**src/hw/bus_pkg.sv**
```systemverilog
package bus_pkg;

  // bus geometry
  localparam int addr_w = 32;
  localparam int data_w = 32;
  localparam int strb_w = data_w / 8;

  // response codes
  localparam logic [1:0] resp_okay = 2'b00;

  // sram occupies 0x8000_0000 .. 0x87ff_ffff
  localparam logic [4:0] sram_region = 5'b10000;

  // clint mtime, low word then high word at +4
  localparam logic [addr_w-1:0] clint_mtime_lo = 32'ha000_0048;

  // uart transmit holding register
  localparam logic [addr_w-1:0] uart_tx_addr = 32'ha000_03f8;

endpackage
```
**src/hw/uart_slave.sv**
```systemverilog
`timescale 1ns/1ps

module uart_slave (
  input  logic                        clk,
  input  logic                        rstn,
  input  logic                        aw_valid,
  output logic                        aw_ready,
  input  logic [bus_pkg::addr_w-1:0]  aw_addr,
  input  logic                        w_valid,
  output logic                        w_ready,
  input  logic [bus_pkg::data_w-1:0]  w_data,
  input  logic [bus_pkg::strb_w-1:0]  w_strb,
  output logic                        b_valid,
  input  logic                        b_ready,
  output logic [1:0]                  b_resp,
  output logic                        tx_valid,
  output logic [7:0]                  tx_byte
);
  import bus_pkg::*;

  logic aw_done;

  assign aw_ready = ~aw_done & ~b_valid;
  assign w_ready  = aw_done;
  assign b_resp   = resp_okay;

  always_ff @(posedge clk) begin
    if (rstn) begin
      aw_done  <= 1'b0;
      b_valid  <= 1'b0;
      tx_valid <= 1'b0;
    end else begin
      if (aw_valid && aw_ready) begin
        aw_done <= 1'b1;
      end else if (w_valid && w_ready) begin
        aw_done <= 1'b0;
      end

      if (w_valid && w_ready) begin
        b_valid <= 1'b1;
      end else if (b_valid && b_ready) begin
        b_valid <= 1'b0;
      end

      // one strobe per accepted byte lane 0
      tx_valid <= w_valid & w_ready & w_strb[0];
    end
  end

  always_ff @(posedge clk) begin
    if (w_valid && w_ready) begin
      tx_byte <= w_data[7:0];
    end
  end

  a_tx_pulse: assert property (@(posedge clk) disable iff (rstn)
    tx_valid |=> !tx_valid);

  // only the transmit register is decoded to this slave
  a_tx_addr: assert property (@(posedge clk) disable iff (rstn)
    (aw_valid && aw_ready) |-> (aw_addr == uart_tx_addr));

endmodule

```
**config.mk**
```make
export PLATFORM = sky130hd
export DESIGN_NAME = uart_slave
export DESIGN_NICKNAME = d
export VERILOG_FILES = /design/src/hw/bus_pkg.sv /design/src/hw/uart_slave.sv
export SDC_FILE = /design/constraint.sdc
export NUM_CORES = 1
export LEC_CHECK = 0
export ABC_AREA = 1
export ABC_CLOCK_PERIOD_IN_PS = 1050
export BUFFER_PORTS_ARGS = -buffer_cell sky130_fd_sc_hd__buf_2
export CORE_UTILIZATION = 20
export DETAILED_ROUTE_END_ITERATION = 7
export HOLD_SLACK_MARGIN = 0.1
export PLACE_DENSITY = 0.74
export SETUP_SLACK_MARGIN = 0.1
export SLEW_MARGIN = 20
export SYNTH_ARGS = -nofsm -noshare
export SYNTH_HDL_FRONTEND = slang
export SYNTH_SLANG_ARGS = --single-unit
```
**constraint.sdc**
```tcl
create_clock -name clk -period 1.05 [get_ports clk]
set_clock_uncertainty 0.05 [all_clocks]
set_input_delay 0.315 -clock clk [delete_from_list [all_inputs] [get_ports clk]]
set_output_delay 0.315 -clock clk [all_outputs]
set_load 0.03 [all_outputs]
```
==> summary.txt <==
Routing
  • Top Metal Used: met3
  • Initial DRC count: 1
  • Met1 Wirelength: 262 µm
  • Initial DRT Pass Iterations: 4
  • DR WL/cell: 8.024 µm
  • Total vias in the final route: 290
  • DRT Wirelength: 666 µm
  • Vias/cell: 3.494
  • Met2 routed WL: 313 µm
  • Routed wl met3: 90 µm
  • DRC Markers: 0
  • DRT antenna net count: 0

Yosys
  • Syn Area/Cell: 13.72 µm²
  • Cell count after synthesis: 28
  • Most instantiated library cell after synthesis: edfxtp_1
  • Synth top cells by count: 8 x edfxtp_1, 5 x inv_1, 4 x nand2_1
  • Top FF cell, synth: edfxtp_1
  • YS warnings: 0
  • Fraction of registers with async set/reset: 0
  • Post-synthesis cell area: 384.1 µm²
  • Synth top area share: 0.6254
  • EDFF count, synth: 8
  • Post-synthesis sequential area ratio: 0.7818
  • Yosys reg bits: 11
  • Post-synth top area cell: edfxtp_1
  • Yosys cell types: 9
  • Synth top area cells: edfxtp_1 63%, dfxtp_1 16%, inv_1 4.9%

Clock tree
  • H-tree levels: 1
  • Worst-Skew Late Latency: 0.25 ns
  • CTS tree: done
  • CTS sink cnt: 11
  • Longest Clk Path Bufs: 2
  • CTS root buf: clkbuf_4
  • Clock-pin slew on the worst setup and hold paths: 0.06 ns
  • CTS buffer count: 3

Final layout
  • Core Util, Final: 0.3887
  • Area of the multi-input gates: 75.07 µm²
  • Register Area: 306.5 µm²
  • Area growth syn-to-layout: 78.50%
  • Nets@finish: 132
  • Layout cells sized above 1: 0.6552
  • Post-route insts no fill: 83
  • Number of diodes: 0
  • Fill cells: 186

Outcome
  • Failing checks: negative setup slack
  • Status: complete, but fails checks

Floorplanning
  • # rows: 15
  • Die Area: 2100 µm²
  • Die Ht: 45.83 µm
  • Die W: 45.83 µm
  • Core Box Area: 1764 µm²
  • Initial Util: 0.2177
  • # IOs: 87

Power and ir drop
  • Power per cell area: 1380 nW/µm²
  • Maximum vdd drop: 432.0 µV
  • Overall power: 946.2 µW
  • Pleak: 0.3000 nW

Global routing
  • First-pass GRT wire length: 1.007 mm
  • Total global-route track usage: 0.07295
  • Largest net degree at the start of global routing: 9
  • Number of global-route vias before repair: 271
  • Final global-route overflow total: 0
  • Initial antenna violation count: 0

Timing
  • Fin. Hold Viols: 0
  • Final number of setup-violating endpoints: 12
  • Final setup margin: -0.1552 ns
  • Tcrit/Tclk final: 1.148
  • RSZ-0062 raised after global routing: yes
  • TNS Setup: -1.189 ns
  • Period minus WS final: 1.205 ns
  • Final Max Tran Viols: 0
  • F_max: 829.7 MHz

Critical path
  • Worst Path Class, Setup: flop to primary output
  • Worst-path cell chain: nor2_4 > buf_6
  • Largest fanout on the critical path: 4
  • Arrival @ worst endpoint: 0.84 ns
  • Flop2flop setup slack: 0.10 ns
  • Cell with the biggest individual delay on the critical path: dfxtp_2
  • Setup crit end kind: primary output
  • Startpoint Class: flop
  • WP data required: 0.68 ns
  • CP peak stage delay: 0.35 ns

Placed design
  • Port Buffers: 25
  • Setup WS pre-CTS: 0.05038 ns
  • Dpl cells: 77
  • GPL Wtd Cong: 0.5909

Run
  • Max-Cap Viols: 0

Worst hold path
  • Min-delay worst type: input port to flop
## sequential cells by signal (all words and copies together), names as in the netlist
signal	flops
b_valid	1
tx_byte	8
tx_valid	1
w_ready	1
## repair_timing
action                     CTS  global route
hold buffers                 0             0
setup endpoints to repair   12            20
buffers inserted             1             1
resized for setup           24             5
pin swaps                    1             0
## metrics by stage
step / hold WS, ns / cell area (µm²)
4_1_cts: 0.1516 / 655.6
5_1_grt: 0.1617 / 685.7
3_5_place_dp: 0.4334 / 549.3
6_report: 0.1647 / 685.7
3_3_place_gp: 0.4311 / 549.3
2_1_floorplan: 0.3201 / 407.9
## metal layers
layer / track usage / up-vias
met5: 0 / -
met4: 0.05294 / 0
met3: 0.03968 / 0
met2: 0.1143 / 23
met1: 0.07264 / 123
li1: - / 144
## cells by family after synthesis
family,after synthesis,share of synthesized area
DFF,11,0.7818
and+or+nand+nor,7,0.07492
buffers and inverters,7,0.08794
AOI/OAI and AO/OA,2,0.04561
other,1,0.009763
## critical path: cells and delay by family, from the launching register on
| family | cells | cell delay, ns |
|---|---|---|
| flops | 1 | 0.35 |
| buf+inv | 1 | 0.13 |
| simple gates | 1 | 0.11 |
## cells in the final DEF, fill, tap and decap left out, types with 2 or more instances in the layout
master    instances
conb_1            2
buf_2            13
dfxtp_2           2
inv_1             4
edfxtp_1          8
nand2_1           4
a21oi_2           2
clkbuf_4          4
buf_6            12
## area by class of cell
cell class | instances | share of cell area
Clock buffer | 4 | 0.03832
Sequential cell | 11 | 0.4471
Inverter | 5 | 0.04562
Tap cell | 25 | 0.04562
Multi-Input combinational cell | 11 | 0.1095
Timing Repair Buffer | 27 | 0.3139
## power by group
part | total (mW) | switching [mW] | internal (mW) | leakage, nW
Clock | 0.272 | 0.125 | 0.147 | 0.0150
Sequential | 0.500 | 0.0134 | 0.487 | 0.0996
Combinational | 0.174 | 0.0958 | 0.0782 | 0.185
Total | 0.946 | 0.234 | 0.712 | 0.300
## path summary, 6_finish.rpt
path / startpoint / end / cells after the start
max: b_valid / aw_ready / 2
min: rstn / b_valid / 2
max reg2reg: w_ready / tx_byte[3] / 3
min reg2reg: b_valid / b_valid / 2
(Power assumes the default switching activity.)
