**config.mk**
```make
export PLATFORM = sky130hd
export DESIGN_NAME = clint_slave
export DESIGN_NICKNAME = d
export VERILOG_FILES = /design/src/hw/bus_pkg.sv /design/src/hw/clint_slave.sv
export SDC_FILE = /design/constraint.sdc
export NUM_CORES = 1
export LEC_CHECK = 0
export BUFFER_PORTS_ARGS = -buffer_cell sky130_fd_sc_hd__buf_2
export CAP_MARGIN = 20
export CORE_MARGIN = 2
export CORE_UTILIZATION = 50
export CTS_BUF_LIST = sky130_fd_sc_hd__clkbuf_8
export CTS_CLUSTER_SIZE = 40
export DETAILED_ROUTE_END_ITERATION = 10
export PLACE_DENSITY = 0.74
export SYNTH_ARGS = -nofsm -noshare
export SYNTH_HDL_FRONTEND = slang
export SYNTH_SLANG_ARGS = --single-unit
```
**constraint.sdc**
```tcl
create_clock -name clk -period 3.1 [get_ports clk]
set_clock_uncertainty 0.15 [all_clocks]
set_input_delay 0.62 -clock clk [delete_from_list [all_inputs] [get_ports clk]]
set_output_delay 0.62 -clock clk [all_outputs]
set_load 0.03 [all_outputs]
```
**src/hw/bus_pkg.sv**
```systemverilog
package bus_pkg;

  // bus geometry
  localparam int addr_w = 32;
  localparam int data_w = 32;
  localparam int strb_w = data_w / 8;

  // response codes
  localparam logic [1:0] resp_okay = 2'b00;

  // sram occupies 0x8000_0000 .. 0x87ff_ffff
  localparam logic [4:0] sram_region = 5'b10000;

  // clint mtime, low word then high word at +4
  localparam logic [addr_w-1:0] clint_mtime_lo = 32'ha000_0048;

  // uart transmit holding register
  localparam logic [addr_w-1:0] uart_tx_addr = 32'ha000_03f8;

endpackage
```
**src/hw/clint_slave.sv**
```systemverilog
`timescale 1ns/1ps

module clint_slave (
  input  logic                        clk,
  input  logic                        rstn,
  input  logic                        ar_valid,
  output logic                        ar_ready,
  input  logic [bus_pkg::addr_w-1:0]  ar_addr,
  output logic                        r_valid,
  input  logic                        r_ready,
  output logic [bus_pkg::data_w-1:0]  r_data,
  output logic [1:0]                  r_resp
);
  import bus_pkg::*;

  logic [63:0] mtime;

  assign ar_ready = ~r_valid;
  assign r_resp   = resp_okay;

  // free-running machine timer
  always_ff @(posedge clk) begin
    if (rstn) begin
      mtime <= '0;
    end else begin
      mtime <= mtime + 64'd1;
    end
  end

  always_ff @(posedge clk) begin
    if (rstn) begin
      r_valid <= 1'b0;
    end else if (ar_valid && ar_ready) begin
      r_valid <= 1'b1;
    end else if (r_valid && r_ready) begin
      r_valid <= 1'b0;
    end
  end

  // bit 2 picks the half, sampled at the handshake
  always_ff @(posedge clk) begin
    if (ar_valid && ar_ready) begin
      r_data <= ar_addr[2] ? mtime[63:32] : mtime[31:0];
    end
  end

endmodule

```
==> results of run 1 <==
## synthesized netlist by cell type (all sizes together)
master,instances
dfxtp,65
nor2,55
nand4,36
mux2,33
edfxtp,32
nand2,27
nand3,26
a21oi,22
xor2,21
nor4,15
o21ai,15
xnor2,15
or3,13
clkbuf,11
inv,10
nor3,10
and3,8
or4,8
buf,6
nor2b,6
and2,5
and4,5
o31ai,5
o41ai,3
nand2b,2
a211oi,1
a31o,1
conb,1
dlygate4sd3,1
ha,1
nand3b,1
nor4b,1
or2,1
## flip-flops by register name (all words and copies together) (netlist names)
register	flops
r_data	32
r_valid	1
mtime	64
## kinds of logic (layout without fill, tap and decap cells)
| group | Yosys count | count (layout) | synth area share [%] |
|---|---|---|---|
| compound gates | 47 | 47 | 5.75 |
| xor+xnor | 36 | 36 | 6.84 |
| fa+ha+maj | 1 | 1 | 0.271 |
| buf+inv | 28 | 71 | 2.99 |
| flops | 97 | 97 | 49.1 |
| mux | 33 | 33 | 8.06 |
| other cells | 1 | 2 | 0.0814 |
| simple gates | 219 | 219 | 26.9 |
## per-layer routing
metal / share of wire [%] / up-vias / global-route usage, %
met1: 45 / 1766 / 29.1
met3: 5.4 / 16 / 4.04
li1: - / 1762 / -
met2: 48 / 116 / 33.9
met4: 1.7 / 0 / 8.22
met5: 0 / - / 0
## through the flow
stage / total power (µW) / utilization, % / cell area (µm²) / setup WS, ns / hold slack, ns
after CTS: 2390 / 56.3 / 5130 / 0.444 / 0.290
after global routing: 2450 / 56.3 / 5130 / 0.288 / 0.294
after floorplan: 1470 / - / 4610 / 0.458 / 0.300
after global placement: 1510 / 53.9 / 4910 / 0.541 / 0.330
final: 2370 / 56.3 / 5130 / 0.426 / 0.295
after detailed placement: 1510 / 53.9 / 4910 / 0.492 / 0.336
## where the power goes
part	internal, µW	leakage, µW	switching, µW
clock	471	0.000107	422
sequential	1340	0.000843	12.1
combinational	33.4	0.000840	98.4
total	1840	0.00179	533
## layout make-up
| class | instances | area [µm²] | area share (%) |
|---|---|---|---|
| flip-flops and latches | 97 | 2260 | 44.1 |
| clock inverters | 6 | 82.6 | 1.61 |
| repair buffers | 45 | 255 | 4.98 |
| well taps | 111 | 139 | 2.71 |
| multi-input cells | 338 | 2220 | 43.2 |
| inverters | 10 | 37.5 | 0.732 |
| clock buffers | 10 | 138 | 2.68 |
## final timing paths
check	from	end	slack [ns]	depth (start not counted)
setup / recovery	mtime[26]	mtime[62]	0.43	5
hold / removal	r_ready	r_valid	0.29	2
setup reg to reg	mtime[26]	mtime[62]	0.43	5
hold reg to reg	mtime[56]	mtime[56]	0.37	2
==> summary.txt, run 1 <==
Timing
  – Crit share post-route: 86.2%
  – Maximum clock rate: 374 MHz
  – Worst-Margin Slew: approximately 0.8 ns
  – Unrepaired setup endpoints after global routing: false
  – Minimum period implied by the final worst setup slack: 2.67 ns
  – Final number of hold-violating endpoints: 0
  – Normalized max-slew margin: ~45%
  – Final setup violation count: 0
  – Setup total negative slack: 0 ns
  – Max-slew violation total from the final report: 0

Synthesis
  – Cells after synthesis: 462
  – Yosys warning total: 0
  – Distinct cells, synth: 45
  – Synth top area cells: sky130_fd_sc_hd__dfxtp_1, sky130_fd_sc_hd__edfxtp_1, sky130_fd_sc_hd__mux2_2, sky130_fd_sc_hd__nand4_1, sky130_fd_sc_hd__nor2_1
  – Mapped Avg Cell Area: between 9 and 10 µm²
  – Post-synthesis register bit count: 97
  – Post-synth design cell area: 0.00461 mm²
  – Fraction of post-synthesis cell area in the top cell type by area: 28.2%
  – Cell type with the highest aggregate area in the netlist: sky130_fd_sc_hd__dfxtp_1
  – Part of the Yosys area used for sequential elements: 49.1%

GRT
  – Global route overflow: 0
  – Total Routing Usage GR: around a fifth
  – Number of antenna violations at the first check in global routing: 0
  – Maximum number of pins on one net before global-route repair: 37
  – Via count of the first global-routing pass: ~3500
  – First-pass GRT wire length: 16900 µm

Placed design
  – Final Wtd Congestion: 0.890
  – Sum of net half-perimeters after detailed placement: 7180 µm
  – I/O Buffers: 38
  – Inst Count DP: 601

Cells and area
  – Commonest cells after routing, fill and taps aside: sky130_fd_sc_hd__dfxtp_1, sky130_fd_sc_hd__nor2_1, sky130_fd_sc_hd__buf_2
  – Fill cell instance count of the final layout: between 800 and 900
  – Diodes inserted: 0
  – Syn-to-layout area delta: 11.3%
  – # nets final: 538
  – Most frequent standard cell in the layout excluding fill and tap cells: sky130_fd_sc_hd__dfxtp_1
  – Number of standard cells in the final layout excluding fillers: between 600 and 700
  – Layout cells sized above 1: between 20% and 30%

Drt
  – Number of search-and-repair iterations in the first detailed-routing pass: 4
  – DR vias/cell: 5.93
  – Count of routing violations after the opening detailed-route iteration: 224
  – Post-DRT Antenna Nets: 0
  – Total via count after detailed routing: 3660
  – Routed wire length per instance: 16.8 µm
  – DRC viols: 0
  – Detailed Route WL: slightly above 10000 µm

Setup path
  – Startpoint types: flip-flop
  – Sequence of cells on the critical path: nand4_1, nor3_2, nand4_1, or3_1, a21oi_1
  – Buffers & Inverters on Critical Path: 0
  – Cell with the largest stage delay on the worst path: sky130_fd_sc_hd__nor3_2
  – Start-to-end type of the worst setup path: flip-flop to flip-flop
  – CP max FO: 7
  – Type of destination of the critical path: flip-flop
  – Required time of the critical path: approximately 3.2 ns
  – Delay of the slowest critical-path stage: 0.61 ns
  – Delay-heaviest family, CP: simple AND/OR/NAND/NOR gates
  – CP Data Arrival Time: 2.81 ns
  – Most frequent cell on the critical path: sky130_fd_sc_hd__nand4_1

Pwr
  – Leak pwr: 0.00179 µW
  – Power per cell area: 463 mW/mm²
  – Peak supply drop: approximately 0.00028 V

Die
  – Top-Level Pins: 72
  – Overall die width: roughly 100 µm
  – Row count: 35
  – Core area: 0.00911 mm²
  – Die footprint: 0.0100 mm²
  – Die span in y: 100 µm
  – Initial Util: between 50% and 60%

Hold path
  – Hold WC Path Type: primary input to flip-flop

CTS
  – Bufs on Longest Clock Path: 2
  – Setup bufs post-CTS: 0
  – Clock latency reported for the late side of the worst-skew pair: between 0.3 and 0.4 ns
  – Sinks on Clock Net: 97
  – Root buffer cell: sky130_fd_sc_hd__clkbuf_8
  – Clock input transition at the sequential cells of the worst setup and hold paths: 0.09 ns
  – Quantity of gates resized following cts: 0
  – Cts hold-fix bufs: 0
  – TritonCTS clock tree: yes
  – H-Tree Level Count: 3
  – Number of buffers created by CTS: 9

Flow run
  – Maximum capacitance violations: 0

Status
  – Status: completed
(Power assumes the default switching activity.)
==> run 2: changes to the inputs <==
Settings changed: PLACE_DENSITY 0.74 to 0.78.
Clock period 3.1 ns to 2.6 ns, I/O delays scaled along.
==> run 2 against run 1 <==
  * Count of clock-buffer cells in the layout grew 1
  * Cell area grew 2.0%
  * Combinational power grew 23%
  * Register-to-register slack lost 0.29 ns
  * Via count grew 3.3%
  * Wire length grew 1.5%
==> summary.txt, run 2 (synthesis results as in run 1) <==
Cells and area
  – Diodes inserted: 0 (unchanged)
  – Syn-to-layout area delta: 13.5%
  – Largest registers: mtime x64, r_data x32, r_valid x1
  – Layout cells sized above 1: 23.7% (+2.5 points)
  – Commonest cells after routing, fill and taps aside: sky130_fd_sc_hd__dfxtp_1, sky130_fd_sc_hd__nor2_1, sky130_fd_sc_hd__buf_2
  – Max reg flops: 64 (unchanged)
  – Most frequent standard cell in the layout excluding fill and tap cells: sky130_fd_sc_hd__dfxtp_1
  – # nets final: 556 (+3.3%)
  – Largest reg by FF count: mtime

CTS
  – Sinks on Clock Net: 97 (unchanged)
  – Root buffer cell: sky130_fd_sc_hd__clkbuf_8
  – Bufs on Longest Clock Path: 2 (unchanged)
  – H-Tree Level Count: 3 (unchanged)
  – Cts hold-fix bufs: 0 (unchanged)
  – Setup bufs post-CTS: 0 (unchanged)
  – Number of buffers created by CTS: 9 (unchanged)
  – Quantity of gates resized following cts: 0 (unchanged)
  – TritonCTS clock tree: yes
  – Clock latency reported for the late side of the worst-skew pair: 0.37 ns (+0.02 ns)
  – Clock input transition at the sequential cells of the worst setup and hold paths: 0.09 ns (about the same)

Setup path
  – CP Data Arrival Time: 2.62 ns (-0.19 ns)
  – Type of destination of the critical path: flip-flop
  – Startpoint types: flip-flop
  – Worst reg2reg path startpoint: mtime[26]
  – Delay of the slowest critical-path stage: 0.48 ns (-0.13 ns)
  – Sequence of cells on the critical path: nand4_1, nor4_4, nand4_1, buf_4, or3_1, a21oi_1
  – Required time of the critical path: 2.75 ns (-0.48 ns)
  – Register-to-register setup slack: 0.14 ns (-0.29 ns)
  – Start-to-end type of the worst setup path: flip-flop to flip-flop
  – End of the worst register-to-register path: mtime[52]
  – Number of cells traversed by the worst register-to-register path: 6 (+1)
  – CP max FO: 9 (+2)
  – Cell with the largest stage delay on the worst path: sky130_fd_sc_hd__dfxtp_1
  – Most frequent cell on the critical path: sky130_fd_sc_hd__nand4_1

Timing
  – Max-slew violation total from the final report: 0 (unchanged)
  – Final setup violation count: 0 (unchanged)
  – Setup total negative slack: 0 ns (unchanged)
  – Worst-Margin Slew: 0.636 ns (-0.182 ns)
  – Maximum clock rate: 406 MHz (+8.5%)
  – Normalized max-slew margin: 57.6% (+12 points)
  – Minimum period implied by the final worst setup slack: 2.46 ns (-0.210 ns)
  – Unrepaired setup endpoints after global routing: false
  – Final number of hold-violating endpoints: 0 (unchanged)
  – Crit share post-route: 94.8% (+8.5 points)
  – Worst path setup slack after routing: 0.136 ns (-0.290 ns)

Drt
  – Total via count after detailed routing: 3781 (+3.3%)
  – DR vias/cell: 5.95 (+0.38%)
  – Number of search-and-repair iterations in the first detailed-routing pass: 5 (+1)
  – Post-DRT Antenna Nets: 0 (unchanged)
  – Routed wire length per instance: 16.5 µm (-1.4%)
  – Detailed Route WL: 10500 µm (+1.5%)
  – DRC viols: 0 (unchanged)
  – Count of routing violations after the opening detailed-route iteration: 268 (+20%)

Hold path
  – Hold wc startpoint: r_ready
  – Hold WC Path Type: primary input to flip-flop
  – Endpoint with the worst hold slack: r_valid
  – Hold Path Stages: 2 (unchanged)

Die
  – Row count: 35 (unchanged)
  – Overall die width: 100 µm (unchanged)
  – Top-Level Pins: 72 (unchanged)
  – Die span in y: 100 µm (unchanged)
  – Initial Util: 50.6% (unchanged)
  – Core area: 0.00911 mm² (unchanged)
  – Die footprint: 0.0100 mm² (unchanged)

Placed design
  – I/O Buffers: 38 (unchanged)
  – Final Wtd Congestion: 0.924 (+3.9%)
  – Placement Setup Slack: 0.182 ns (-0.310 ns)
  – Sum of net half-perimeters after detailed placement: 7470 µm (+4.0%)

GRT
  – First-pass GRT wire length: 16900 µm (-0.32%)
  – Global route overflow: 0 (unchanged)
  – Via count of the first global-routing pass: 3507 (+1.5%)
  – Total Routing Usage GR: 21.4% (+0.069 points)
  – Maximum number of pins on one net before global-route repair: 35 (-5.4%)
  – Number of antenna violations at the first check in global routing: 0 (unchanged)

Flow run
  – Maximum capacitance violations: 0 (unchanged)

Pwr
  – Peak supply drop: 0.000262 V (-7.1%)
  – Power per cell area: 528 mW/mm² (+14%)
  – Leak pwr: 0.00188 µW (+5.0%)

Status
  – Status: completed
==> run 2: cell types whose count changed in the layout (fill, tap and decap cells not counted) <==
cell | before | now
sky130_fd_sc_hd__clkinvlp_4 | 2 | 1
sky130_fd_sc_hd__clkinv_1 | 1 | 0
sky130_fd_sc_hd__buf_4 | 6 | 25
sky130_fd_sc_hd__clkbuf_8 | 10 | 11
sky130_fd_sc_hd__buf_12 | 1 | 0
sky130_fd_sc_hd__bufinv_16 | 2 | 1
sky130_fd_sc_hd__inv_1 | 11 | 13
==> run 2: cell type report <==
type,instances,area [µm²]
flip-flops and latches,97,2260
repair buffers,63,378
inverters,10,37.5
clock inverters,5,48.8
well taps,111,139
clock buffers,11,151
multi-input cells,338,2220
fillers,782,3880
==> run 2: worst max-delay path, delay by kind of cell (launching register included) <==
family | cells | cell delay, ns
compound gates | 1 | 0.13
buf+inv | 1 | 0.26
flops | 1 | 0.48
simple gates | 4 | 1.38
==> run 2: power breakdown <==
part / switching [µW] / leakage (µW) / total [µW] / internal (µW)
Combinational: 120 / 0.000928 / 163 / 43.2
Sequential: 10.3 / 0.000843 / 1600 / 1590
Clock: 511 / 0.000109 / 999 / 488
==> run 2: worst max-delay path by stage <==
stage	from	end	slack (ns)	depth (start not counted)
floorplan	ar_valid	r_data[0]	0.06	1
global placement	mtime[27]	mtime[52]	0.23	6
detailed placement	mtime[26]	mtime[52]	0.18	6
CTS	mtime[26]	mtime[52]	0.17	6
global route	mtime[26]	mtime[52]	0.01	6
finish	mtime[26]	mtime[52]	0.14	6
==> run 2: routing by layer <==
layer  global-route usage [%]  share of wire [%]  vias to the layer above
li1                         -                  -                     1814
met1                     28.5                 46                     1796
met2                     33.6                 45                      133
met3                     3.27                4.9                       38
met4                     12.0                3.9                        0
met5                        0                  0                        -
==> run 2: metrics by stage <==
stage | std cells | area (µm²) | util [%] | power [µW] | hold WS (ns)
3_3_place_gp | 619 | 5030 | 55.2 | 1800 | 0.333
6_report | 635 | 5230 | 57.4 | 2760 | 0.175
2_1_floorplan | 463 | 4610 | - | 1760 | 0.300
4_1_cts | 635 | 5230 | 57.4 | 2780 | 0.163
3_5_place_dp | 619 | 5030 | 55.2 | 1800 | 0.340
5_1_grt | 635 | 5230 | 57.4 | 2830 | 0.188
==> run 3: changes to the inputs <==
Settings changed: CELL_PAD_IN_SITES_DETAIL_PLACEMENT set to 1, CELL_PAD_IN_SITES_GLOBAL_PLACEMENT set to 2, CORE_UTILIZATION 50 to 37, MAX_ROUTING_LAYER set to met4, PLACE_DENSITY 0.78 to 0.88.
==> run 3 against run 2 <==
  * Cell count rose by 10%
  * Global-route usage fell by 1.2 points
  * Hold slack got worse by 0.0065 ns
  * Sequential share of layout area fell by 1.0 points
  * Register-to-register slack improved by 0.06 ns
  * Power fell by 1.7%
  * Wire length rose by 19%
  * Critical endpoint is now mtime[42]
  * Largest cell class unchanged
  * Largest power group unchanged
  * Highest routed layer unchanged
==> summary.txt, run 3 (synthesis results as in run 1) <==
Cells and area
  – Most frequent standard cell in the layout excluding fill and tap cells: sky130_fd_sc_hd__dfxtp_1
  – Number of standard cells in the final layout excluding fillers: 699 (+10%)
  – Fill cell instance count of the final layout: 1388 (+77%)
  – Syn-to-layout area delta: 16.3%
  – Area of all placed cells without fillers: 0.00536 mm² (+2.5%)
  – Final core utilization: 44.5% (-13 points)
  – Max reg flops: 64 (unchanged)
  – Layout cells sized above 1: 25.0% (+1.4 points)
  – Largest registers: mtime x64, r_data x32, r_valid x1
  – Diodes inserted: 0 (unchanged)
  – Largest reg by FF count: mtime
  – Commonest cells after routing, fill and taps aside: sky130_fd_sc_hd__dfxtp_1, sky130_fd_sc_hd__nor2_1, sky130_fd_sc_hd__buf_2
  – # nets final: 563 (+1.3%)

Placed design
  – Cell Area, Placed: 0.00517 mm² (+2.7%)
  – Sum of net half-perimeters after detailed placement: 8860 µm (+19%)
  – I/O Buffers: 38 (unchanged)
  – Final Wtd Congestion: 0.893 (-3.4%)
  – Inst Count DP: 682 (+10%)

Setup path
  – Delay of the slowest critical-path stage: 0.54 ns (+0.06 ns)
  – Sequence of cells on the critical path: nand2_1, nor4_2, buf_4, nand4_1, or3_1, a21oi_1
  – Type of destination of the critical path: flip-flop
  – Start-to-end type of the worst setup path: flip-flop to flip-flop
  – Cell with the largest stage delay on the worst path: sky130_fd_sc_hd__dfxtp_1
  – Buffers & Inverters on Critical Path: 1 (unchanged)
  – Required time of the critical path: 2.75 ns (about the same)
  – CP Data Arrival Time: 2.55 ns (-0.07 ns)
  – CP max FO: 7 (-2)
  – Delay-heaviest family, CP: simple AND/OR/NAND/NOR gates
  – Startpoint types: flip-flop

Drt
  – Routed wire length per instance: 17.9 µm (+8.3%)
  – Post-DRT Antenna Nets: 0 (unchanged)
  – Total via count after detailed routing: 3803 (+0.58%)
  – Detailed Route WL: 12500 µm (+19%)
  – DR vias/cell: 5.44 (-8.6%)
  – Number of search-and-repair iterations in the first detailed-routing pass: 4 (-1)
  – Count of routing violations after the opening detailed-route iteration: 220 (-18%)
  – DRC viols: 0 (unchanged)

Die
  – Core area: 0.0121 mm² (+32%)
  – Die footprint: 0.0134 mm² (+34%)
  – Row count: 40 (+14%)
  – Top-Level Pins: 72 (unchanged)
  – Initial Util: 38.2% (-12 points)
  – Die span in y: 116 µm (+16%)
  – Overall die width: 116 µm (+16%)

Timing
  – Setup total negative slack: 0 ns (unchanged)
  – Crit share post-route: 92.3% (-2.5 points)
  – Minimum period implied by the final worst setup slack: 2.40 ns (-0.0637 ns)
  – Maximum clock rate: 417 MHz (+2.7%)
  – Max-slew violation total from the final report: 0 (unchanged)
  – Final number of hold-violating endpoints: 0 (unchanged)
  – Unrepaired setup endpoints after global routing: false
  – Final setup violation count: 0 (unchanged)

Pwr
  – Leak pwr: 0.00191 µW (+1.4%)
  – Peak supply drop: 0.000193 V (-26%)
  – Sequential group share of total power: 59.0% (+1.0 points)
  – Clock power frac: 34.7% (-1.4 points)
  – Power per cell area: 506 mW/mm² (-4.1%)
  – Combinational share of power: 6.3% (+0.4 points)
  – Internal power: 2030 µW (-4.2%)
  – Switching portion of total power: 25.1% (+1.9 points)
  – Switching power of the nets: 682 µW (+6.3%)

CTS
  – Cts hold-fix bufs: 0 (unchanged)
  – Sinks on Clock Net: 97 (unchanged)
  – Bufs on Longest Clock Path: 2 (unchanged)
  – TritonCTS clock tree: yes
  – H-Tree Level Count: 3 (unchanged)
  – Root buffer cell: sky130_fd_sc_hd__clkbuf_8
  – Number of buffers created by CTS: 9 (unchanged)
  – Clock input transition at the sequential cells of the worst setup and hold paths: 0.09 ns (about the same)
  – Clock latency reported for the late side of the worst-skew pair: 0.38 ns (about the same)

Status
  – Status: completed

GRT
  – Total Routing Usage GR: 20.2% (-1.2 points)
  – Number of antenna violations at the first check in global routing: 0 (unchanged)
  – Maximum number of pins on one net before global-route repair: 44 (+26%)
  – First-pass GRT wire length: 20300 µm (+20%)
  – Global route overflow: 0 (unchanged)
  – Via count of the first global-routing pass: 3807 (+8.6%)

Hold path
  – Hold WC Path Type: primary input to flip-flop

Flow run
  – Maximum capacitance violations: 0 (unchanged)
[run 3: cell count changes in the layout (fill, tap and decap cells not counted)]
cell / previous run / this run
sky130_fd_sc_hd__nor2b_2: 1 / 0
sky130_fd_sc_hd__nor2b_4: 0 / 1
sky130_fd_sc_hd__clkinv_4: 0 / 1
sky130_fd_sc_hd__buf_12: 0 / 1
sky130_fd_sc_hd__inv_1: 13 / 11
sky130_fd_sc_hd__clkinv_1: 0 / 1
sky130_fd_sc_hd__clkinvlp_4: 1 / 2
sky130_fd_sc_hd__nor4_1: 10 / 9
sky130_fd_sc_hd__bufinv_16: 1 / 0
sky130_fd_sc_hd__nor4_2: 2 / 3
sky130_fd_sc_hd__buf_4: 25 / 31
[run 3: what timing repair did]
| action | 4_1_cts | 5_1_grt |
|---|---|---|
| setup endpoints to repair | 0 | 5 |
| buffers inserted | 0 | 1 |
| gates resized for setup | 0 | 1 |
[run 3: power by group through the flow]
stage / clock network (µW) / logic (µW) / registers [µW]
2_1_floorplan: 0 / 60.9 / 1700
3_3_place_gp: 0 / 169 / 1640
3_5_place_dp: 0 / 172 / 1640
4_1_cts: 960 / 173 / 1600
5_1_grt: 1030 / 182 / 1610
6_report: 942 / 170 / 1600
[run 3: metrics by stage]
stage	power (µW)	setup WS, ns	hold slack [ns]
5_1_grt	2820	0.0248	0.170
4_1_cts	2740	0.0612	0.159
6_report	2720	0.200	0.168
3_3_place_gp	1810	0.205	0.330
3_5_place_dp	1810	0.0749	0.352
2_1_floorplan	1760	0.0580	0.300
[run 3: path summary, 6_finish.rpt]
| check | start | end | slack (ns) | depth (start not counted) |
|---|---|---|---|---|
| worst min register to register | mtime[56] | mtime[56] | 0.37 | 2 |
| worst min-delay path | r_ready | r_valid | 0.17 | 2 |
| worst max register to register | mtime[22] | mtime[42] | 0.20 | 6 |
| worst max-delay path | mtime[22] | mtime[42] | 0.20 | 6 |
[run 3: area by class of cell]
cell class	count	area, µm²	area share, %
repair buffers	70	443	8.26
multi-input cells	338	2230	41.5
well taps	168	210	3.92
flip-flops and latches	97	2260	42.2
inverters	10	37.5	0.700
clock inverters	5	31.3	0.583
clock buffers	11	151	2.82
[run 3: layer usage]
layer | vias to the layer above | global-route usage (%) | routed length, µm
met5 | - | - | 0
met3 | 10 | 3.03 | 402
li1 | 1821 | - | -
met4 | 0 | 5.32 | 146
met2 | 61 | 32.6 | 6120
met1 | 1911 | 26.7 | 5840
