## config.mk

```make
export PLATFORM = sky130hd
export DESIGN_NAME = xbar
export DESIGN_NICKNAME = d
export VERILOG_FILES = /design/src/hw/bus_pkg.sv /design/src/hw/xbar.sv
export SDC_FILE = /design/constraint.sdc
export NUM_CORES = 1
export LEC_CHECK = 0
export ABC_AREA = 1
export BUFFER_PORTS_ARGS = -buffer_cell sky130_fd_sc_hd__buf_2
export CAP_MARGIN = 10
export CELL_PAD_IN_SITES_DETAIL_PLACEMENT = 0
export CELL_PAD_IN_SITES_GLOBAL_PLACEMENT = 1
export CORE_AREA = 2 2 173 175
export DETAILED_ROUTE_END_ITERATION = 16
export DIE_AREA = 0 0 175 177
export GPL_ROUTABILITY_DRIVEN = 0
export PLACE_DENSITY = 0.53
export SETUP_SLACK_MARGIN = 0.3
export SYNTH_ARGS = -nofsm -noshare
export SYNTH_HDL_FRONTEND = slang
export SYNTH_SLANG_ARGS = --single-unit
export TNS_END_PERCENT = 20
```

## constraint.sdc

```tcl
create_clock -name clk -period 2.5 [get_ports clk]
set_clock_uncertainty 0.05 [all_clocks]
set_input_delay 0.5 -clock clk [delete_from_list [all_inputs] [get_ports clk]]
set_output_delay 0.5 -clock clk [all_outputs]
set_load 0.02 [all_outputs]
```

## src/hw/bus_pkg.sv

```systemverilog
package bus_pkg;

  // bus geometry
  localparam int addr_w = 32;
  localparam int data_w = 32;
  localparam int strb_w = data_w / 8;

  // response codes
  localparam logic [1:0] resp_okay = 2'b00;

  // sram occupies 0x8000_0000 .. 0x87ff_ffff
  localparam logic [4:0] sram_region = 5'b10000;

  // clint mtime, low word then high word at +4
  localparam logic [addr_w-1:0] clint_mtime_lo = 32'ha000_0048;

  // uart transmit holding register
  localparam logic [addr_w-1:0] uart_tx_addr = 32'ha000_03f8;

endpackage
```

## src/hw/xbar.sv

```systemverilog
`timescale 1ns/1ps

module xbar (
  input  logic                        clk,
  input  logic                        rstn,

  // master read
  input  logic                        ar_valid,
  output logic                        ar_ready,
  input  logic [bus_pkg::addr_w-1:0]  ar_addr,
  output logic                        r_valid,
  input  logic                        r_ready,
  output logic [bus_pkg::data_w-1:0]  r_data,
  output logic [1:0]                  r_resp,

  // master write
  input  logic                        aw_valid,
  output logic                        aw_ready,
  input  logic [bus_pkg::addr_w-1:0]  aw_addr,
  input  logic                        w_valid,
  output logic                        w_ready,
  input  logic [bus_pkg::data_w-1:0]  w_data,
  input  logic [bus_pkg::strb_w-1:0]  w_strb,
  output logic                        b_valid,
  input  logic                        b_ready,
  output logic [1:0]                  b_resp,

  // sram, read and write
  output logic                        sram_ar_valid,
  input  logic                        sram_ar_ready,
  output logic [bus_pkg::addr_w-1:0]  sram_ar_addr,
  input  logic                        sram_r_valid,
  output logic                        sram_r_ready,
  input  logic [bus_pkg::data_w-1:0]  sram_r_data,
  input  logic [1:0]                  sram_r_resp,
  output logic                        sram_aw_valid,
  input  logic                        sram_aw_ready,
  output logic [bus_pkg::addr_w-1:0]  sram_aw_addr,
  output logic                        sram_w_valid,
  input  logic                        sram_w_ready,
  output logic [bus_pkg::data_w-1:0]  sram_w_data,
  output logic [bus_pkg::strb_w-1:0]  sram_w_strb,
  input  logic                        sram_b_valid,
  output logic                        sram_b_ready,
  input  logic [1:0]                  sram_b_resp,

  // clint, read only
  output logic                        clint_ar_valid,
  input  logic                        clint_ar_ready,
  output logic [bus_pkg::addr_w-1:0]  clint_ar_addr,
  input  logic                        clint_r_valid,
  output logic                        clint_r_ready,
  input  logic [bus_pkg::data_w-1:0]  clint_r_data,
  input  logic [1:0]                  clint_r_resp,

  // uart, write only
  output logic                        uart_aw_valid,
  input  logic                        uart_aw_ready,
  output logic [bus_pkg::addr_w-1:0]  uart_aw_addr,
  output logic                        uart_w_valid,
  input  logic                        uart_w_ready,
  output logic [bus_pkg::data_w-1:0]  uart_w_data,
  output logic [bus_pkg::strb_w-1:0]  uart_w_strb,
  input  logic                        uart_b_valid,
  output logic                        uart_b_ready,
  input  logic [1:0]                  uart_b_resp
);
  import bus_pkg::*;

  logic rd_idle, rd_sram, rd_clint;
  logic wr_idle, wr_sram, wr_uart;

  // address decode
  logic rd_hit_sram, rd_hit_clint;
  logic wr_hit_sram, wr_hit_uart;

  assign rd_hit_sram  = (ar_addr[addr_w-1 -: 5] == sram_region);
  assign rd_hit_clint = (ar_addr[addr_w-1:3] == clint_mtime_lo[addr_w-1:3]);
  assign wr_hit_sram  = (aw_addr[addr_w-1 -: 5] == sram_region);
  assign wr_hit_uart  = (aw_addr == uart_tx_addr);

  // read request steering; unmapped addresses see ready low forever
  assign sram_ar_addr   = ar_addr;
  assign clint_ar_addr  = ar_addr;
  assign sram_ar_valid  = rd_idle & ar_valid & rd_hit_sram;
  assign clint_ar_valid = rd_idle & ar_valid & rd_hit_clint;
  assign ar_ready = rd_idle & ((rd_hit_sram & sram_ar_ready) | (rd_hit_clint & clint_ar_ready));

  // read response from the locked slave
  assign sram_r_ready  = rd_sram & r_ready;
  assign clint_r_ready = rd_clint & r_ready;

  always_comb begin
    if (rd_sram) begin
      r_valid = sram_r_valid;
      r_data  = sram_r_data;
      r_resp  = sram_r_resp;
    end else if (rd_clint) begin
      r_valid = clint_r_valid;
      r_data  = clint_r_data;
      r_resp  = clint_r_resp;
    end else begin
      r_valid = 1'b0;
      r_data  = '0;
      r_resp  = resp_okay;
    end
  end

  always_ff @(posedge clk) begin
    if (rstn) begin
      rd_idle  <= 1'b1;
      rd_sram  <= 1'b0;
      rd_clint <= 1'b0;
    end else if (ar_valid && ar_ready) begin
      rd_idle  <= 1'b0;
      rd_sram  <= rd_hit_sram;
      rd_clint <= rd_hit_clint;
    end else if (r_valid && r_ready) begin
      rd_idle  <= 1'b1;
      rd_sram  <= 1'b0;
      rd_clint <= 1'b0;
    end
  end

  // write request steering
  assign sram_aw_addr  = aw_addr;
  assign uart_aw_addr  = aw_addr;
  assign sram_aw_valid = wr_idle & aw_valid & wr_hit_sram;
  assign uart_aw_valid = wr_idle & aw_valid & wr_hit_uart;
  assign aw_ready = wr_idle & ((wr_hit_sram & sram_aw_ready) | (wr_hit_uart & uart_aw_ready));

  // data and response only towards the locked slave
  assign sram_w_valid = wr_sram & w_valid;
  assign sram_w_data  = wr_sram ? w_data : '0;
  assign sram_w_strb  = wr_sram ? w_strb : '0;
  assign sram_b_ready = wr_sram & b_ready;
  assign uart_w_valid = wr_uart & w_valid;
  assign uart_w_data  = wr_uart ? w_data : '0;
  assign uart_w_strb  = wr_uart ? w_strb : '0;
  assign uart_b_ready = wr_uart & b_ready;

  always_comb begin
    if (wr_sram) begin
      w_ready = sram_w_ready;
      b_valid = sram_b_valid;
      b_resp  = sram_b_resp;
    end else if (wr_uart) begin
      w_ready = uart_w_ready;
      b_valid = uart_b_valid;
      b_resp  = uart_b_resp;
    end else begin
      w_ready = 1'b0;
      b_valid = 1'b0;
      b_resp  = resp_okay;
    end
  end

  always_ff @(posedge clk) begin
    if (rstn) begin
      wr_idle <= 1'b1;
      wr_sram <= 1'b0;
      wr_uart <= 1'b0;
    end else if (aw_valid && aw_ready) begin
      wr_idle <= 1'b0;
      wr_sram <= wr_hit_sram;
      wr_uart <= wr_hit_uart;
    end else if (b_valid && b_ready) begin
      wr_idle <= 1'b1;
      wr_sram <= 1'b0;
      wr_uart <= 1'b0;
    end
  end

  a_one_target: assert property (@(posedge clk) disable iff (rstn)
    $onehot0({rd_sram, rd_clint}) && $onehot0({wr_sram, wr_uart}));

  // a slave must not answer a read that was never routed to it
  a_no_stray_r: assert property (@(posedge clk) disable iff (rstn)
    (sram_r_valid || clint_r_valid) |-> !rd_idle);

endmodule

```

==> summary.md, run 1 <==
| Metric | Value |
|---|---|
| Status | completed |
| CP Cell Sequence | buf_2 -> inv_1 -> nand2_4 -> nor3_4 -> and2_4 -> nand3_4 -> nor3_4 -> buf_4 |
| Area Growth Syn to Fin | 64.9% |
| Largest net degree at the start of global routing | 44 |
| Relative slew slack | 0.720 |
| Flop2flop setup slack | 1.08 ns |
| Max clock buf depth | 2 |
| Post-route DRC violation count | 0 |
| DP Wirelength | 12.4 mm |
| Syn_nets | 765 |
| Global route overflow | 0 |
| Critical Path End | clint_ar_valid |
| Initial Utilization | 0.0976 |
| Number of nets with antenna violations after routing | 0 |
| All-Layer GR Usage | 0.0806 |
| Pre-CTS WS | about 0.090 ns |
| 1st-iter DRT viols | 77 |
| TritonRoute pass-1 iters | 4 |
| Crit path max-delay cell type | nor3_4 |
| Final setup viols | 0 |
| Die X | approximately 180 um |
| Max-cap viol count | 0 |
| Final Hold Viols | 0 |
| Clock period minus worst slack | 2.18 ns |
| RSZ-0062 raised after global routing | true |
| LEAKAGE | 3.57 nW |
| Most frequent cell after synthesis | nand2_1 |
| Ys flop type | dfxtp_1 |
| Critical path origin | ar_addr[28] |
| R2R depth | 7 |
| Clk Latency, worst-skew pair | between 0.2 and 0.25 ns |
| Largest cells by area after synthesis | buf_4 34%, nand2_1 26%, inv_1 15% |
| Worst Setup End Kind | output port |
| Required @ worst endpoint | 1.95 ns |
| CTS HTree Levels | 1 |
| Final worst-path cycle share | 0.874 |
| Nets | approximately 1100 |
| Via density | 3.30 |
| Clock root buffer | clkbuf_16 |
| Clock tree sinks | 6 |
| Total wire length | 13.9 mm |
| DR WL/cell | about 11 um |
| Avg Inst Size Synth | 4.96 um^2 |
| CTS Buf Count | 3 |
| Yosys reg bits | 6 |
| Slew Limit Fails | 0 |
| Cell Area, Synth | between 0.002 and 0.003 mm^2 |
| Post-CTS Setup Bufs | 0 |
| Area occupied by multi-input gates | roughly 0.0013 mm^2 |
| Share of cells above drive strength 1 | 0.524 |
| Most frequent cells after synthesis | 200 x nand2_1, 128 x buf_4, 116 x inv_1 |
| CP most frequent cell | nor3_4 |
| First-pass GRT wire length | between 15 and 20 mm |
| Post-synth top area share | 0.337 |
| Worst-Margin Slew | 0.419 ns |
| Unique masters post-synth | 17 |
| HP Class | reg -> reg |
| Startpoint types | primary input |
| I/O pins | 440 |
| Vias in the first global route | approximately 3700 |
| Warnings, synthesis | 0 |
| Number of synthesized flops with an enable pin | 0 |
| PwrDens | around 180 mW/mm^2 |
| Vias | 4163 |
| Setup CP Type | in -> out |
| Port bufs | 430 |
| Yosys top cell by area | buf_4 |
| Die height | 177 um |
| Post-route core utilization | 0.161 |
| Max incr delay on CP | 0.25 ns |
| Initial antenna violation count | 0 |
| Worst reg2reg endpoint | rd_sram |
| Worst Slack Setup Final | around 0.32 ns |
| Reg2Reg Launch Point | rd_sram |
| Crit Path Max Fanout | 3 |
| Row Count | between 60 and 70 |
| Seq/Total Area, Yosys | 0.0421 |
| Core area | 0.0292 mm^2 |
| Die area | 0.0310 mm^2 |
| Clock transition at the registers of the reported paths | 0.03 ns |
| Async SR Flop Fraction | 0 |
| Fill cells | 3534 |
| FF+latch area | between 100 and 150 um^2 |
| CTS tree | done |
| Synth Instances | 576 |
| Setup TNS Final | 0 ns |
| Max IR drop VDD | 0.0000882 V |
| Hold bufs inserted after CTS | 0 |
| Fmax | between 0.4 and 0.5 GHz |
| Data arrival, critical path | approximately 1.6 ns |
| Ant. Diodes | 0 |
==> logic make-up (layout without fill, tap and decap cells) <==
logic type | after synthesis | count (layout) | share of synthesized area
AOI/OAI and AO/OA | 6 | 6 | 0.0105
DFF | 6 | 6 | 0.0421
buffers and inverters | 266 | 562 | 0.519
and+or+nand+nor | 298 | 298 | 0.428
==> registers in the layout, indices dropped and copies added, names as in the netlist <==
| register | flops |
|---|---|
| rd_clint | 1 |
| rd_idle | 1 |
| rd_sram | 1 |
| wr_idle | 1 |
| wr_sram | 1 |
| wr_uart | 1 |
==> cell type report <==
class,instances,area share
Tap cell,390,0.104
Sequential cell,6,0.0258
Inverter,117,0.0933
Timing Repair Buffer,442,0.480
Multi-Input combinational cell,304,0.282
Clock buffer,3,0.0159
==> critical path: cells and delay by family <==
kind          cells  cell delay, ns
buf+inv           3            0.36
simple gates      5            0.77
==> how the worst min path moves through the flow <==
stage             start       end  cells after the start
2_1_floorplan   rd_idle   rd_idle                      4
3_3_place_gp   rd_clint  rd_clint                      2
3_5_place_dp   rd_clint  rd_clint                      2
4_1_cts        rd_clint  rd_clint                      2
5_1_grt        rd_clint  rd_clint                      2
6_report       rd_clint  rd_clint                      2
==> power breakdown <==
group | leakage (nW) | internal (mW) | switching [mW]
sequential | 0.0489 | 0.0965 | 0.000141
clock | 0.0370 | 0.206 | 0.0624
combinational | 3.49 | 0.188 | 0.284
total | 3.57 | 0.491 | 0.347
==> stage by stage <==
| stage | std cells | hold slack (ns) | power (mW) | cell area [um^2] |
|---|---|---|---|---|
| final | 1262 | 0.429 | 0.838 | 4710 |
| after CTS | 1262 | 0.433 | 0.852 | 4660 |
| after global placement | 1259 | 0.422 | 0.569 | 4550 |
| after global routing | 1262 | 0.451 | 0.894 | 4710 |
| after floorplan | 576 | 0.459 | 0.430 | 2860 |
| after detailed placement | 1259 | 0.428 | 0.569 | 4550 |
==> timing repair <==
item,in CTS,in global routing
cloned,0,0
gates resized for setup,6,14
pin swaps,0,4
endpoints found under the hold margin,0,0
setup endpoints to repair,2,12
==> per-layer routing <==
metal,up-vias,global-route usage,share of wire,wire [um]
li1,2137,-,-,-
met3,4,0.0202,0.083,1150
met4,0,0.0149,0.0083,116
met2,227,0.156,0.52,7210
met5,-,0,0,0
met1,1795,0.0891,0.39,5470
==> layout by cell type, fill, tap and decap left out, types with 3 or more instances in the layout <==
cell and n:
buf_4 13, nor3_1 3, nor2_1 27, nand2_1 199
and2_0 4, nor4_1 3, clkbuf_16 3, a21oi_1 6
nand3_1 50, inv_1 115, dfxtp_1 5, buf_2 428
Note: power is estimated with default switching activity, not from simulation.
==> run 2: changes to the inputs <==
--- a/config.mk
+++ b/config.mk
@@ -15,6 +15,7 @@
 export DIE_AREA = 0 0 175 177
 export GPL_ROUTABILITY_DRIVEN = 0
 export PLACE_DENSITY = 0.53
+export REMOVE_ABC_BUFFERS = 1
 export SETUP_SLACK_MARGIN = 0.3
 export SYNTH_ARGS = -nofsm -noshare
 export SYNTH_HDL_FRONTEND = slang
==> constraint.sdc (replaced) <==
create_clock -name clk -period 2.4 [get_ports clk]
set_clock_uncertainty 0.05 [all_clocks]
set_input_delay 0.48 -clock clk [delete_from_list [all_inputs] [get_ports clk]]
set_output_delay 0.48 -clock clk [all_outputs]
set_load 0.02 [all_outputs]
==> summary.md, run 2 (synthesis gave the netlist of run 1 again) <==
| Metric | Value |
|---|---|
| Status | completed |
| Core area | 0.0292 mm^2 |
| Number of nets with antenna violations after routing | 0 |
| Clk Latency, worst-skew pair | around 0.23 ns |
| Met3 Usage GRT | 0.00902 |
| Total wire length | 15.2 mm |
| LEAKAGE | 3.60 nW |
| Inst Count DP | 1257 |
| Post-route DRC violation count | 0 |
| Slew Limit Fails | 0 |
| Vias | 4127 |
| Clock root buffer | clkbuf_16 |
| Die area | about 0.031 mm^2 |
| DP Area | 0.00455 mm^2 |
| Ant. Diodes | 0 |
| Via density | 3.27 |
| Max-cap viol count | 0 |
| Max clock buf depth | 2 |
| Worst-Margin Slew | 0.465 ns |
| Initial antenna violation count | 0 |
| First-pass GRT wire length | 21.0 mm |
| Non-filler cells, final | 1264 |
| Final setup viols | 0 |
| Port bufs | 430 |
| Setup CP Type | in -> out |
| Pre-CTS WS | 0.110 ns |
| Fmax | 0.492 GHz |
| Clock transition at the registers of the reported paths | 0.03 ns |
| Initial Utilization | 0.0976 |
| Worst hold margin | roughly 0.47 ns |
| Global Route met1 Usage | 0.100 |
| Most frequent cells in the layout | 424 x buf_2, 199 x nand2_1, 114 x inv_1 |
| Final Instance Area | between 0.004 and 0.005 mm^2 |
| Share of cells above drive strength 1 | 0.531 |
| CTS Buf Count | 3 |
| Reg2Reg Launch Point | wr_sram |
| 1st-iter DRT viols | approximately 110 |
| Worst Slack Setup Final | roughly 0.37 ns |
| Crit Path Max Fanout | 3 |
| PwrDens | approximately 180 mW/mm^2 |
| HP Class | in -> reg |
| Clock tree sinks | 6 |
| Global route overflow | 0 |
| Required @ worst endpoint | 1.87 ns |
| Area Growth Syn to Fin | 68.3% |
| Die height | between 150 and 200 um |
| Relative slew slack | 0.690 |
| Final worst-path cycle share | 0.848 |
| DP Wirelength | 13.2 mm |
| CTS HTree Levels | 1 |
| Data arrival, critical path | about 1.5 ns |
| Critical path origin | ar_addr[27] |
| All-Layer GR Usage | 0.0866 |
| Most common cell after layout, fill and taps aside | buf_2 |
| Startpoint types | primary input |
| GRT met2 Usage | 0.176 |
| Vias in the first global route | 3690 |
| CTS tree | done |
| Row Count | 63 |
| Final Hold Viols | 0 |
| Hold_sp | rstn |
| Largest net degree at the start of global routing | 39 |
| RSZ-0062 raised after global routing | true |
| Nets | 1065 |
| Clock period minus worst slack | 2.03 ns |
| I/O pins | between 400 and 500 |
| TritonRoute pass-1 iters | 4 |
| DR WL/cell | 12.0 um |
| Grt peak-use layer | met2 |
| Max IR drop VDD | 0.000142 V |
| Worst Setup End Kind | output port |
| Die X | approximately 180 um |
==> run 2: changes by cell type in the layout (fill, tap and decap cells not counted), moves of 2 or more <==
| cell | previous run | this run |
|---|---|---|
| nor2_4 | 2 | 0 |
| buf_2 | 428 | 424 |
| buf_8 | 0 | 2 |
| and2_1 | 1 | 3 |
| buf_6 | 0 | 4 |
| nor2_2 | 2 | 5 |
==> run 2: through the flow <==
stage | TNS (ns) | power (mW) | utilization
final | 0 | 0.880 | 0.164
after floorplan | -6.20 | 0.136 | -
after CTS | 0 | 0.880 | 0.161
after global routing | 0 | 0.930 | 0.164
after global placement | 0 | 0.594 | 0.156
after detailed placement | 0 | 0.591 | 0.156
==> run 2: path summary, 6_finish.rpt <==
kind | cells past startpoint | to | slack [ns]
worst max-delay path | 8 | clint_ar_valid | 0.37
worst min-delay path | 2 | wr_sram | 0.47
worst max register to register | 6 | wr_uart | 0.95
worst min register to register | 2 | rd_clint | 0.47
==> run 2: report_power, final <==
part | total, mW | internal (mW) | leakage [nW] | switching [mW]
sequential | 0.101 | 0.101 | 0.0494 | 0.000151
clock | 0.271 | 0.214 | 0.0370 | 0.0571
combinational | 0.508 | 0.203 | 3.51 | 0.304
==> run 2: worst max-delay path: stages <==
cell and delay [ns]:
buf_8 0.10, inv_6 0.06, nand2_8 0.06, nor3_4 0.18
and2_1 0.16, nand3_2 0.09, nor3_4 0.22, buf_6 0.15
==> run 2: layout make-up <==
class,count,area [um^2]
clock buffer,3,75.1
inverter,117,452
timing repair buffer,444,2330
multi-input combinational,304,1340
sequential,6,123
fill,3454,24400
tap,390,488
==> run 2: what timing repair did <==
action / CTS / global route
setup buffers: 2 / 2
gates resized for setup: 13 / 25
endpoints found under the hold margin: 0 / 0
pin swaps: 4 / 8
endpoints found under the setup margin: 1 / 4
hold buffers: 0 / 0
==> run 2: routing by layer <==
layer  up-vias  wire length (um)
met2       210              8290
met4         0                47
li1       2138                 -
met5         -                 0
met1      1772              5940
met3         7               887
==> run 3: changes to the inputs <==
--- a/config.mk
+++ b/config.mk
@@ -5,16 +5,16 @@
 export SDC_FILE = /design/constraint.sdc
 export NUM_CORES = 1
 export LEC_CHECK = 0
-export ABC_AREA = 1
+export ABC_AREA = 0
 export BUFFER_PORTS_ARGS = -buffer_cell sky130_fd_sc_hd__buf_2
 export CAP_MARGIN = 10
 export CELL_PAD_IN_SITES_DETAIL_PLACEMENT = 0
 export CELL_PAD_IN_SITES_GLOBAL_PLACEMENT = 1
-export CORE_AREA = 2 2 173 175
+export CORE_AREA = 2 2 169 171
 export DETAILED_ROUTE_END_ITERATION = 16
-export DIE_AREA = 0 0 175 177
+export DIE_AREA = 0 0 171 173
 export GPL_ROUTABILITY_DRIVEN = 0
-export PLACE_DENSITY = 0.53
+export PLACE_DENSITY = 0.5
 export REMOVE_ABC_BUFFERS = 1
 export SETUP_SLACK_MARGIN = 0.3
 export SYNTH_ARGS = -nofsm -noshare
==> constraint.sdc (replaced) <==
create_clock -name clk -period 1.95 [get_ports clk]
set_clock_uncertainty 0.05 [all_clocks]
set_input_delay 0.39 -clock clk [delete_from_list [all_inputs] [get_ports clk]]
set_output_delay 0.39 -clock clk [all_outputs]
set_load 0.02 [all_outputs]
==> summary.md, run 3 <==
| Metric | Value |
|---|---|
| Crit Path Max Fanout | 3 |
| Avg Inst Size Synth | approximately 7.3 um^2 |
| Vias in the first global route | between 3000 and 4000 |
| Worst Slack Setup Final | between 0.02 and 0.025 ns |
| Post-synth top area share | 0.396 |
| Startpoint types | primary input |
| Crit path max-delay cell type | nor4b_4 |
| Reg2Reg Launch Point | rd_clint |
| First-pass GRT wire length | around 20 mm |
| Via density | between 3 and 4 |
| All-Layer GR Usage | 0.0892 |
| PwrDens | 219 mW/mm^2 |
| Global route overflow | 0 |
| Required @ worst endpoint | 1.51 ns |
| Clock root buffer | clkbuf_16 |
| Max IR drop VDD | approximately 0.00016 V |
| Max-cap viol count | 0 |
| Final setup viols | 0 |
| HP Class | in -> reg |
| LEAKAGE | approximately 3.0 nW |
| Flop2flop setup slack | 0.25 ns |
| Largest net degree at the start of global routing | 44 |
| Most common cell after layout, fill and taps aside | buf_2 |
| DR WL/cell | 14.3 um |
| Most frequent cell after synthesis | buf_4 |
| Largest cells by area after synthesis | buf_4 40%, and2_1 20%, a22o_1 14% |
| Cell Area, Synth | 0.00242 mm^2 |
| Yosys top cell by area | buf_4 |
| Slew Limit Fails | 0 |
| Clk Latency, worst-skew pair | roughly 0.23 ns |
| CTS Buf Count | 3 |
| Final worst-path cycle share | 0.989 |
| Port bufs | 430 |
| Initial Utilization | 0.0877 |
| Clock tree sinks | 6 |
| CTS HTree Levels | 1 |
| Worst-Margin Slew | 0.321 ns |
| TritonRoute pass-1 iters | 4 |
| Warnings, synthesis | 0 |
| Ys flop type | dfxtp_1 |
| Total wire length | 15.1 mm |
| Pre-CTS WS | -0.274 ns |
| CTS tree | done |
| Max clock buf depth | 2 |
| Die area | between 0.02 and 0.03 mm^2 |
| Yosys reg bits | 6 |
| Fill cells | 3186 |
| 1st-iter DRT viols | 104 |
| Share of cells above drive strength 1 | 0.775 |
| Critical path origin | ar_addr[27] |
| Row Count | 61 |
| Number of nets with antenna violations after routing | 0 |
| DP Wirelength | 12.5 mm |
| Initial antenna violation count | 0 |
| Async SR Flop Fraction | 0 |
| Worst hold margin | approximately 0.39 ns |
| Die X | 171 um |
| Clock transition at the registers of the reported paths | 0.03 ns |
| Area occupied by multi-input gates | 0.00150 mm^2 |
| Worst Setup End Kind | output port |
| Synth Instances | 330 |
| RSZ-0062 raised after global routing | true |
| Ant. Diodes | 0 |
| I/O pins | 440 |
| Hold_sp | rstn |
| FF+latch area | 126 um^2 |
| Unique masters post-synth | 40 |
| Status | completed |
| Nets | 868 |
| Relative slew slack | 0.784 |
| Area Growth Syn to Fin | 119% |
| Seq/Total Area, Yosys | 0.0496 |
| Max incr delay on CP | 0.35 ns |
| Clock period minus worst slack | 1.93 ns |
| Vias | 3543 |
| Final Hold Viols | 0 |
| Data arrival, critical path | 1.49 ns |
| Die height | 173 um |
| Core area | 0.0276 mm^2 |
| Most frequent cells in the layout | 374 x buf_2, 77 x and2_1, 54 x buf_6 |
| Fmax | 0.518 GHz |
| Most frequent cells after synthesis | 128 x buf_4, 79 x and2_1, 39 x a22o_1 |
| Post-route DRC violation count | 0 |
| CP Cell Sequence | buf_8 -> nor4b_4 -> nand4_4 -> nor3_2 -> o21a_1 -> buf_6 |
| Number of synthesized flops with an enable pin | 0 |
| Setup CP Type | in -> out |
==> run 3: cell count changes in the layout (fill, tap and decap cells not counted), moves of 35 or more <==
cell	before	now
nand3_1	50	1
buf_6	4	54
and2_1	3	77
a22o_1	0	35
inv_1	114	2
buf_2	424	374
nand2_1	199	7
==> run 3: cells by family after synthesis <==
kind of cell	share of synthesized area
and+or+nand+nor	0.341
buffers and inverters	0.425
AOI/OAI and AO/OA	0.184
DFF	0.0496
==> run 3: timing repair <==
action / CTS / global route
pin swaps: 20 / 46
gates resized for setup: 86 / 82
endpoints found under the setup margin: 81 / 61
endpoints found under the hold margin: 0 / 0
cloned: 3 / 2
hold buffers: 0 / 0
buffers inserted: 8 / 9
==> run 3: critical path: cells and delay by family <==
family | cells | cell delay (ns)
buffers and inverters | 2 | 0.22
AND/OR/NAND/NOR | 3 | 0.72
AO/OA/AOI/OAI | 1 | 0.15
==> run 3: layout make-up <==
cell class,instances,share of cell area
timing repair buffer,488,0.590
clock buffer,3,0.0141
inverter,2,0.00141
sequential,6,0.0238
multi-input combinational,178,0.282
tap,378,0.0889
==> run 3: metal layers <==
layer	up-vias	share of wire	GRT usage
met1	1614	0.38	0.0973
met2	218	0.54	0.178
met4	0	0.019	0.0215
li1	1700	-	-
met5	-	0	0
met3	11	0.063	0.0112
==> run 3: final timing paths <==
check | to | depth (start not counted)
min | rd_sram | 2
max | ar_ready | 6
max reg2reg | rd_clint | 8
min reg2reg | rd_sram | 2
==> run 3: through the flow <==
step | cells | power, mW | util | TNS, ns | instance area, um^2
finish | 1055 | 1.17 | 0.193 | 0 | 5320
global route | 1055 | 1.23 | 0.193 | -0.179 | 5320
CTS | 1044 | 1.18 | 0.178 | -0.0182 | 4910
detailed placement | 1030 | 0.778 | 0.157 | -0.460 | 4320
global placement | 1030 | 0.780 | 0.157 | -0.506 | 4320
floorplan | 186 | 0.162 | - | -29.15 | 1400
==> run 3: power by group <==
part           leakage [nW]  total (mW)  switching [mW]  internal (mW)
Sequential           0.0503       0.123        0.000605          0.123
Clock                0.0370       0.340          0.0760          0.264
Combinational          2.89       0.703           0.397          0.306
